**src/merge_cfg_pkg.sv**
```systemverilog
// merge sizing package
// source count, payload widths and error counter width for the address-steered merger

package merge_cfg_pkg;

    // number of byte sources feeding the merger
    localparam int NUM_SRC = 5;

    // width of one source data byte
    localparam int DATA_W = 8;

    // address width, wide enough to carry the bad codes 5..7 as well
    localparam int ADDR_W = 3;

    // source index width carried on each output beat
    localparam int SRC_W = 3;

    // bad-address counter width
    // saturates at all ones
    localparam int ERR_W = 8;

endpackage

```
**src/merge_types_pkg.sv**
```systemverilog
// merge payload types
// typedefs for the address, data byte, source index and output beat payloads

package merge_types_pkg;

    // address as seen on the address stream
    // values at or above the source count name no source
    typedef logic [merge_cfg_pkg::ADDR_W-1:0] addr_t;

    // one byte from a source stream
    typedef logic [merge_cfg_pkg::DATA_W-1:0] data_t;

    // index of the source that delivered a beat
    typedef logic [merge_cfg_pkg::SRC_W-1:0] src_idx_t;

    // output beat, data in the upper bits and source tag below
    typedef struct packed {
        data_t    data;
        src_idx_t src;
    } beat_t;

endpackage

```
**src/stream_if.sv**
```systemverilog
// valid/ready stream interface
// payload type is a parameter so one bundle serves addresses, indices, bytes and beats

`timescale 1ns/10ps

interface stream_if #(
    parameter type payload_t = logic
) ();

    // producer has a beat on payload
    logic     valid;
    // consumer takes the beat on this edge when valid is also high
    logic     ready;
    // held stable while valid is high and ready is low
    payload_t payload;

    // producer side
    modport source (
        output valid,
        output payload,
        input  ready
    );

    // consumer side
    modport sink (
        input  valid,
        input  payload,
        output ready
    );

endinterface

```
**src/addr_decode.sv**
```systemverilog
// address decode stage
// range-checks address beats, keeps one pending source selection, strobes on bad codes

`timescale 1ns/10ps

module addr_decode (
    input  logic     pclk,
    input  logic     prst_n,
    stream_if.sink   addr_in,
    stream_if.source sel_out,
    output logic     bad_addr
);

    // pending selection slot
    logic                      slot_full;
    merge_types_pkg::src_idx_t slot_idx;

    // handshake and decode terms
    logic addr_take;
    logic sel_take;
    logic addr_good;

    assign addr_take = addr_in.valid && addr_in.ready;
    assign sel_take  = sel_out.valid && sel_out.ready;

    // only codes below the source count name a source
    assign addr_good = addr_in.payload < merge_types_pkg::addr_t'(merge_cfg_pkg::NUM_SRC);

    // take a new address when the slot is empty or emptying on this edge
    assign addr_in.ready = !slot_full || sel_take;

    // slot drives the selection stream directly
    assign sel_out.valid   = slot_full;
    assign sel_out.payload = slot_idx;

    // slot occupancy
    // a good address fills it, a consumed selection with no refill frees it
    // a bad address leaves occupancy alone
    always_ff @(posedge pclk or negedge prst_n) begin
        if (!prst_n) begin
            slot_full <= 1'b0;
        end else if (addr_take && addr_good) begin
            slot_full <= 1'b1;
        end else if (sel_take) begin
            slot_full <= 1'b0;
        end
    end

    // selected index, loaded only from good addresses
    always_ff @(posedge pclk) begin
        if (addr_take && addr_good) begin
            slot_idx <= merge_types_pkg::src_idx_t'(addr_in.payload);
        end
    end

    // one-cycle strobe for each dropped address
    always_ff @(posedge pclk or negedge prst_n) begin
        if (!prst_n) begin
            bad_addr <= 1'b0;
        end else begin
            bad_addr <= addr_take && !addr_good;
        end
    end

endmodule

```
**src/addr_merge_top.sv**
```systemverilog
// address-steered stream merger top
// maps flat source, address and output ports onto streams and chains decode, steer, register

`timescale 1ns/10ps

module addr_merge_top (
    input  logic                                                pclk,
    input  logic                                                prst_n,
    // byte sources, source i in bits [i*DATA_W +: DATA_W]
    input  logic [merge_cfg_pkg::NUM_SRC-1:0]                   src_valid,
    output logic [merge_cfg_pkg::NUM_SRC-1:0]                   src_ready,
    input  logic [merge_cfg_pkg::NUM_SRC*merge_cfg_pkg::DATA_W-1:0] src_data,
    // address stream
    input  logic                                                addr_valid,
    output logic                                                addr_ready,
    input  merge_types_pkg::addr_t                              addr_data,
    // merged output
    output logic                                                out_valid,
    input  logic                                                out_ready,
    output merge_types_pkg::data_t                              out_data,
    output merge_types_pkg::src_idx_t                           out_src,
    // dropped address count
    output logic [merge_cfg_pkg::ERR_W-1:0]                     bad_addr_cnt
);

    // internal streams
    stream_if #(.payload_t(merge_types_pkg::addr_t))    addr_s ();
    stream_if #(.payload_t(merge_types_pkg::data_t))    src_s [merge_cfg_pkg::NUM_SRC-1:0] ();
    stream_if #(.payload_t(merge_types_pkg::src_idx_t)) sel_s ();
    stream_if #(.payload_t(merge_types_pkg::beat_t))    res_s ();

    // decode to output stage strobe
    logic bad_addr;

    // registered beat, split onto the flat output ports
    merge_types_pkg::beat_t out_beat;

    // address port onto its stream
    assign addr_s.valid   = addr_valid;
    assign addr_s.payload = addr_data;
    assign addr_ready     = addr_s.ready;

    // flat source ports onto one stream each
    for (genvar i = 0; i < merge_cfg_pkg::NUM_SRC; i++) begin : g_src
        assign src_s[i].valid   = src_valid[i];
        assign src_s[i].payload = src_data[i*merge_cfg_pkg::DATA_W +: merge_cfg_pkg::DATA_W];
        assign src_ready[i]     = src_s[i].ready;
    end

    addr_decode u_addr_decode (
        .pclk     (pclk),
        .prst_n   (prst_n),
        .addr_in  (addr_s),
        .sel_out  (sel_s),
        .bad_addr (bad_addr)
    );

    src_steer u_src_steer (
        .src_in  (src_s),
        .sel_in  (sel_s),
        .res_out (res_s)
    );

    out_stage u_out_stage (
        .pclk         (pclk),
        .prst_n       (prst_n),
        .res_in       (res_s),
        .bad_addr     (bad_addr),
        .out_valid    (out_valid),
        .out_ready    (out_ready),
        .out_beat     (out_beat),
        .bad_addr_cnt (bad_addr_cnt)
    );

    assign out_data = out_beat.data;
    assign out_src  = out_beat.src;

endmodule

```
**src/out_stage.sv**
```systemverilog
// output register stage
// one-entry beat register that holds under back-pressure
// also keeps the saturating bad-address counter

`timescale 1ns/10ps

module out_stage (
    input  logic                             pclk,
    input  logic                             prst_n,
    stream_if.sink                           res_in,
    input  logic                             bad_addr,
    output logic                             out_valid,
    input  logic                             out_ready,
    output merge_types_pkg::beat_t           out_beat,
    output logic [merge_cfg_pkg::ERR_W-1:0]  bad_addr_cnt
);

    // handshake terms
    logic res_take;
    logic out_take;

    // counter already at all ones
    logic cnt_sat;

    assign res_take = res_in.valid && res_in.ready;
    assign out_take = out_valid && out_ready;

    // accept when empty or when the held beat leaves on this edge
    assign res_in.ready = !out_valid || out_ready;

    // occupancy of the output register
    always_ff @(posedge pclk or negedge prst_n) begin
        if (!prst_n) begin
            out_valid <= 1'b0;
        end else if (res_take) begin
            out_valid <= 1'b1;
        end else if (out_take) begin
            out_valid <= 1'b0;
        end
    end

    // beat payload, loaded only on accept so it holds while stalled
    always_ff @(posedge pclk) begin
        if (res_take) begin
            out_beat <= res_in.payload;
        end
    end

    assign cnt_sat = &bad_addr_cnt;

    // bad-address count
    // bumps in the cycle after each strobe, sticks at the top value
    always_ff @(posedge pclk or negedge prst_n) begin
        if (!prst_n) begin
            bad_addr_cnt <= '0;
        end else if (bad_addr && !cnt_sat) begin
            bad_addr_cnt <= bad_addr_cnt + 1'b1;
        end
    end

endmodule

```
**src/src_steer.sv**
```systemverilog
// source steering stage
// routes the selected source onto the result stream tagged with its index
// ready goes back only to that source, so source, selection and result move together

`timescale 1ns/10ps

module src_steer (
    stream_if.sink   src_in [merge_cfg_pkg::NUM_SRC-1:0],
    stream_if.sink   sel_in,
    stream_if.source res_out
);

    // flattened view of the source streams
    logic [merge_cfg_pkg::NUM_SRC-1:0] src_valid;
    merge_types_pkg::data_t            src_data [merge_cfg_pkg::NUM_SRC];

    // one-hot match of the pending selection against each source
    logic [merge_cfg_pkg::NUM_SRC-1:0] src_hit;

    // mux results
    logic                   pick_valid;
    merge_types_pkg::data_t pick_data;

    // result handshake, shared by all three streams
    logic res_take;

    // per-source unpack into flat valid and data vectors
    for (genvar i = 0; i < merge_cfg_pkg::NUM_SRC; i++) begin : g_src
        assign src_valid[i] = src_in[i].valid;
        assign src_data[i]  = src_in[i].payload;

        // a source is hit only while a selection is pending
        assign src_hit[i] = sel_in.valid &&
                            (sel_in.payload == merge_types_pkg::src_idx_t'(i));

        // non-selected sources always see ready low
        assign src_in[i].ready = src_hit[i] && res_out.ready;
    end

    // data/valid mux over all sources
    always_comb begin
        pick_valid = 1'b0;
        pick_data  = '0;
        for (int k = 0; k < merge_cfg_pkg::NUM_SRC; k++) begin
            if (src_hit[k]) begin
                pick_valid = src_valid[k];
                pick_data  = src_data[k];
            end
        end
    end

    // result valid waits for the chosen source, never looks at ready
    assign res_out.valid        = pick_valid;
    assign res_out.payload.data = pick_data;
    assign res_out.payload.src  = sel_in.payload;

    assign res_take = res_out.valid && res_out.ready;

    // selection retires on the same edge its source beat moves
    assign sel_in.ready = res_take;

endmodule

```
**config.mk**
```make
export PLATFORM = sky130hd
export DESIGN_NAME = addr_merge_top
export DESIGN_NICKNAME = d
export VERILOG_FILES = /design/src/merge_cfg_pkg.sv /design/src/merge_types_pkg.sv /design/src/stream_if.sv /design/src/addr_decode.sv /design/src/addr_merge_top.sv /design/src/out_stage.sv /design/src/src_steer.sv
export SDC_FILE = /design/constraint.sdc
export NUM_CORES = 1
export LEC_CHECK = 0
export BUFFER_PORTS_ARGS = -buffer_cell sky130_fd_sc_hd__buf_2
export CORE_MARGIN = 1
export CORE_UTILIZATION = 40
export DETAILED_ROUTE_END_ITERATION = 16
export PLACE_DENSITY_LB_ADDON = 0.05
export SETUP_SLACK_MARGIN = 0.02
export SLEW_MARGIN = 25
export SYNTH_ARGS = -nofsm -noshare
export SYNTH_HDL_FRONTEND = slang
export SYNTH_SLANG_ARGS = --single-unit
```
**constraint.sdc**
```tcl
create_clock -name pclk -period 2.1 [get_ports pclk]
set_input_delay 0.105 -clock pclk [delete_from_list [all_inputs] [get_ports pclk]]
set_output_delay 0.105 -clock pclk [all_outputs]
set_load 0.03 [all_outputs]
```
# After elaboration in Yosys (flattened, before gate mapping)
# Index checks and enable logic that the tools add are counted.
dict set report totals {
  register_bits 25
  inputBits 52
  out_inout_bits 26
  wordCells 54
}
dict set report classes {
  addsub 1
  n_lt_le_gt_ge 1
  n_eq_ne 4
  muxes 14
  n_reduce_logical 27
}
# cell n
set ops {}
lappend ops {{8-bit 2-to-1 mux} 5}
lappend ops {{1-bit logical AND} 17}
lappend ops {{1-bit 2-to-1 mux} 9}
lappend ops {{8-bit by 1-bit adder with 8-bit output (second input constant)} 1}
lappend ops {{8-bit AND reduction} 1}
lappend ops {{3-bit by 2-bit equality test with 1-bit output (second input constant)} 2}
lappend ops {{1-bit logical NOT} 4}
lappend ops {{2-bit nonzero test} 2}
lappend ops {{3-bit by 1-bit equality test with 1-bit output (second input constant)} 1}
lappend ops {{3-bit equality test (second input constant)} 1}
lappend ops {{3-bit logical NOT} 1}
lappend ops {{3-bit less-than comparator (second input constant)} 1}
lappend ops {{1-bit logical OR} 2}

# Logic depth before layout (Yosys ltp)
dict set report depth {
  depth_word 13
  mapped_depth 6
  mapped_depth_nobuf 5
}

# By module
# A second synthesis with hierarchy kept.
dict set report unflattened {
  hier_cells 112
  hier_area_um2 1433.9
}
# module n_inst cells_per_inst area_per_inst_um2 seq_area_each_um2
set modules_own_cells {}
lappend modules_own_cells {out_stage 1 50 767.0 555.5}
lappend modules_own_cells {src_steer 1 46 447.9 0.0}
lappend modules_own_cells {addr_decode 1 11 181.4 140.1}
lappend modules_own_cells {addr_merge_top 1 5 37.5 0.0}

# Least setup slack after synthesis
# OpenSTA, ideal clock, no wires.
dict set report synth_timing {
  path_kind {reg-to-reg}
  from {reg u_addr_decode.slot_idx[0], in the netlist u_addr_decode.sel_out.payload[0]}
  to {reg, netlist name u_out_stage.out_beat[0]}
  setup_ns 0.378
  arrival_time_ns 1.596
  required_ns 1.722
  slack_ns 0.126
  path_stages_with_launch 7
  path_buffers 2
  synth_period_minus_slack_ns 1.974
  path_cell_list {edfxtp_1 buf_6 and4bb_1 buf_6 nand2_4 o21a_1 nor2_1}
}
dict set report synth_between {
  elab_chain_len 8
  elab_cells_between_ends 16
  cone_classes {eq/ne (4); mux (5); reduce/logical (7)}
}
# item line
set synth_lines {}
lappend synth_lines {{start, declared} addr_decode.sv:16} ;# merge_types_pkg::src_idx_t slot_idx;
lappend synth_lines {{start signal, assigned} addr_decode.sv:52} ;# slot_idx <= merge_types_pkg::src_idx_t'(addr_in.payload);
lappend synth_lines {{3-bit logical NOT} src_steer.sv:34} ;# (sel_in.payload == merge_types_pkg::src_idx_t'(i));
lappend synth_lines {{1-bit logical AND} src_steer.sv:33} ;# assign src_hit[i] = sel_in.valid &&
lappend synth_lines {{1-bit 2-to-1 mux (4 in series)} src_steer.sv:45} ;# if (src_hit[k]) begin
lappend synth_lines {{1-bit 2-to-1 mux (*)} src_steer.sv:45}
lappend synth_lines {{1-bit logical AND (*)} -}
lappend synth_lines {{named net sel_s.ready} stream_if.sv:13} ;# logic ready;
# The timed path passes the listed nets; every way through them passes the cells marked *.
# A chain may end at the register's enable or synchronous reset.

# Worst setup path after layout
dict set report layout_timing {
  from {reg u_addr_decode.slot_idx[0], in the netlist u_addr_decode.sel_out.payload[0]}
  to {out addr_ready}
}
dict set report layout_between {
  elab_chain_len 10
  elab_cells_between_ends 18
  cone_classes {eq/ne (4); mux (5); reduce/logical (9)}
}
# item line
set layout_lines {}
lappend layout_lines {{3-bit logical NOT} src_steer.sv:34}
lappend layout_lines {{1-bit logical AND} src_steer.sv:33}
lappend layout_lines {{1-bit 2-to-1 mux (4 in series)} src_steer.sv:45}
lappend layout_lines {{1-bit 2-to-1 mux (*)} src_steer.sv:45}
lappend layout_lines {{1-bit logical AND (*)} src_steer.sv:57} ;# assign res_take = res_out.valid && res_out.ready;
lappend layout_lines {{1-bit logical AND (*)} addr_decode.sv:24} ;# assign sel_take = sel_out.valid && sel_out.ready;
lappend layout_lines {{1-bit logical OR (*)} addr_decode.sv:30} ;# assign addr_in.ready = !slot_full || sel_take;
lappend layout_lines {{end, declared} addr_merge_top.sv:15} ;# output logic addr_ready,
# Mark *: on every way between the ends. The rest lies on a longest branch, timed or not.

==> results.yml <==
outcome:
  status: "finished, final reports clean"
floorplan:
  start_util: 0.421
  die_h_um: 61.5
  core_sq_mm: 0.00336
  fp.dieW_um: 61.5
  io_pins: 78
  row_count: 21
  fp.dieArea_sq_mm: 0.00378
timing:
  hold_viol_final: 0
  holdWs_ns: 0.0628
  tns_ns: 0
  maxSlewHeadroom: 0.620
  finalClockSkew_ns: 0.00318
  finalCritPeriodShare: 0.937
  fin_crit_ns: 1.97
  maxSlewViolCount: 0
  worst_pin_slew_ns: 0.569
  setup_violations: 0
  clock.fmax_mhz: 508
  rsz0062_at_grt: "no"
synthesis:
  yosysSeqAreaShare: 0.491
  yosysWarnings: 0
  dominantRegCellSynth: "edfxtp_1"
  synth_nets: 168
  synth-edff-count: 14
  syn_area_per_cell_sq_um: 12.3
  syn_area_sq_mm: 0.00142
  async_flop_share: 0.440
  syn_inst: 115
  synth_cell_type_count: 39
  ys_ff_latch: 25
setup_path:
  cp-end-kind: "output pin"
  r2r-start: "u_addr_decode.sel_out.payload[0]$_DFFE_PP_"
  critical_path_required_ns: 2.00
  rr_endpoint: "u_out_stage.out_beat[5]$_DFFE_PP_"
  cp_max_fo: 5
  worst_setup_path_start_kind: "register"
  worst-r2r-setup-slack_ns: 0.22
  cpMaxStageDelayCell: "edfxtp_1"
  reg2regPathDepth: 4
  path_cells: "mux2_1 -> o22ai_2 -> buf_4 -> o211a_4 -> a21oi_1 -> buf_2"
  worst_ep_arrival_time_ns: 1.86
  max_stage_delay_ns: 0.49
  crit_type: "register to output pin"
power:
  power_leakage_nw: 0.972
  power_density_mw_per_mm2: 707
  switching_share: 0.357
  ir_worst_vdd_mv: 0.426
  internal_power_w: 0.000894
  clockPowerShare: 0.151
  p_sw_w: 0.000496
  pwr-share-seq: 0.475
  p_total_w: 0.00139
  power_frac_comb: 0.375
detailed_routing:
  avgRoutedWirePerCell_um: 12.8
  drtIter0Drc: 54
  drt_first_pass_iters: 4
  vias: 1228
  drc_errors: 0
  ant_nets: 0
  routed_wirelength_um: 3210
  via_per_inst: 4.91
worst_hold_path:
  hold_end: "u_addr_decode.bad_addr$_DFF_PN0_"
  hold_depth: 2
  hp-class: "input pin to register"
  hp-start: "addr_valid"
clock_tree:
  clockBufferDepth: 2
  path_clk_slew_ns: 0.13
  cts_root_buf: "clkbuf_4"
  cts_tree: "built"
  cts_sinks: 25
  htree_levels: 1
  insertion_delay_ns: 0.30
  numCtsBuffers: 3
finish:
  seqCellArea_sq_um: 696
  diodes: 0
  area.growth.synth_to_final_pct: 38.9
  fill_cells: 305
  design_area_sq_mm: 0.00197
  multiInputGateArea_sq_um: 649
  fin_nets: 258
  drive_gt1_frac: 0.529
run:
  cap_violations: 0
global_routing:
  grt_pass1_vias: 1129
  grt-ovfl-total: 0
  grt_max_degree: 14
  antenna_found_initial: 0
  grt_first_pass_wirelength_um: 4730
  grt_use_total: 0.171
placed_design:
  hpwl_um: 2520
  gp_congestion: 0.736
  dpl_cell_area_sq_mm: 0.00188
  portBuffers: 77
[metrics by stage]
| step | setup slack [ns] | util | cells |
|---|---|---|---|
| 2_1_floorplan | 0.126 | - | 115 |
| 3_3_place_gp | 0.0626 | 0.558 | 240 |
| 3_5_place_dp | -0.0250 | 0.558 | 240 |
| 4_1_cts | 0.0914 | 0.578 | 248 |
| 5_1_grt | 0.0119 | 0.585 | 250 |
| 6_report | 0.132 | 0.585 | 250 |
[worst max-delay path by stage]
stage          slack (ns)                                  startpoint  depth (start not counted)                                 to
4_1_cts              0.09  u_addr_decode.sel_out.payload[0]$_DFFE_PP_                          6                         addr_ready
2_1_floorplan        0.13  u_addr_decode.sel_out.payload[0]$_DFFE_PP_                          6  u_out_stage.out_beat[0]$_DFFE_PP_
5_1_grt              0.01  u_addr_decode.sel_out.payload[0]$_DFFE_PP_                          6                         addr_ready
6_report             0.13  u_addr_decode.sel_out.payload[0]$_DFFE_PP_                          6                         addr_ready
3_5_place_dp        -0.03  u_addr_decode.sel_out.payload[0]$_DFFE_PP_                          4  u_out_stage.out_beat[8]$_DFFE_PP_
3_3_place_gp         0.06  u_addr_decode.sel_out.payload[0]$_DFFE_PP_                          4  u_out_stage.out_beat[6]$_DFFE_PP_
[placed cells by master, fill, tap and decap left out, types with 2 or more instances in the layout]
master / Yosys / final
a21oi_1: 2 / 2
a22o_1: 4 / 4
a22oi_1: 6 / 6
and3_1: 3 / 3
buf_2: 1 / 77
buf_4: 5 / 14
clkbuf_4: 0 / 3
dfrtp_1: 11 / 11
dlygate4sd3_1: 0 / 4
edfxtp_1: 14 / 14
inv_1: 2 / 2
mux2_1: 2 / 2
mux2_2: 5 / 5
mux4_2: 4 / 4
nand2_1: 4 / 4
nand2b_1: 3 / 3
nand3_1: 2 / 2
nor2_1: 8 / 7
nor2b_1: 5 / 5
o21a_1: 2 / 2
o21ai_0: 5 / 5
xnor2_1: 2 / 2
xor2_1: 5 / 5
[cell usage after synthesis (2+ instances only)]
library cell  number  area (sq um)
and3_1             3          18.8
buf_4              5          37.5
buf_6              2          22.5
nor2_1             8          30.0
mux2_1             2          22.5
dfrtp_1           11           275
xnor2_1            2          17.5
a22o_1             4          35.0
o21ai_0            5          25.0
a22oi_1            6          45.0
edfxtp_1          14           420
nor2b_1            5          31.3
nand2_1            4          15.0
mux4_2             4          90.1
nand2b_1           3          18.8
xor2_1             5          43.8
a21oi_1            2          10.0
clkbuf_1           2          7.51
inv_1              2          7.51
mux2_2             5          56.3
o21a_1             2          15.0
nand3_1            2          10.0
[area by class of cell]
class	instances	area share
Sequential cell	25	0.354
Inverter	2	0.00382
Tap cell	46	0.0293
Multi-Input combinational cell	78	0.330
Timing Repair Buffer	95	0.270
Clock buffer	4	0.0134
[worst max-delay path: cells and delay by family (launching register included)]
family	cells	cell delay, ns
AO/OA/AOI/OAI	3	0.39
buffers and inverters	2	0.31
flip-flops	1	0.49
multiplexers	1	0.36
[registers in the layout, indices dropped and copies added, names as in the netlist]
| signal | cells |
|---|---|
| u_addr_decode.bad_addr | 1 |
| u_addr_decode.sel_out.payload | 3 |
| u_addr_decode.sel_out.valid | 1 |
| u_out_stage.bad_addr_cnt | 8 |
| u_out_stage.out_beat | 11 |
| u_out_stage.out_valid | 1 |
[what timing repair did]
| item | CTS | global route |
|---|---|---|
| hold endpoints to repair | 14 | 0 |
| endpoints found under the setup margin | 11 | 1 |
| setup buffers | 0 | 2 |
| resized for setup | 1 | 1 |
| hold buffers | 4 | 0 |
[power by group through the flow]
| stage | clock, W | sequential [W] | combinational (W) |
|---|---|---|---|
| after CTS | 0.000217 | 0.000661 | 0.000522 |
| after global placement | 0 | 0.000668 | 0.000508 |
| final | 0.000210 | 0.000660 | 0.000521 |
| after detailed placement | 0 | 0.000671 | 0.000513 |
| after global routing | 0.000237 | 0.000676 | 0.000568 |
| after floorplan | 0 | 0.000793 | 0.000211 |
[routing by layer]
metal	part of all wire	GRT usage
met1	0.43	0.215
met2	0.51	0.303
met3	0.059	0.0294
met4	0.0075	0.0476
met5	0	0
[cell families (layout without fill, tap and decap cells)]
group	after synthesis	in the layout	share of synthesized area
compound gates	24	24	0.125
mux	11	11	0.119
xor+xnor	7	7	0.0433
fa+ha+maj	1	1	0.00883
flops	25	25	0.491
simple gates	35	35	0.156
buf+inv	12	101	0.0565
Power figures use the tool's default switching activity.
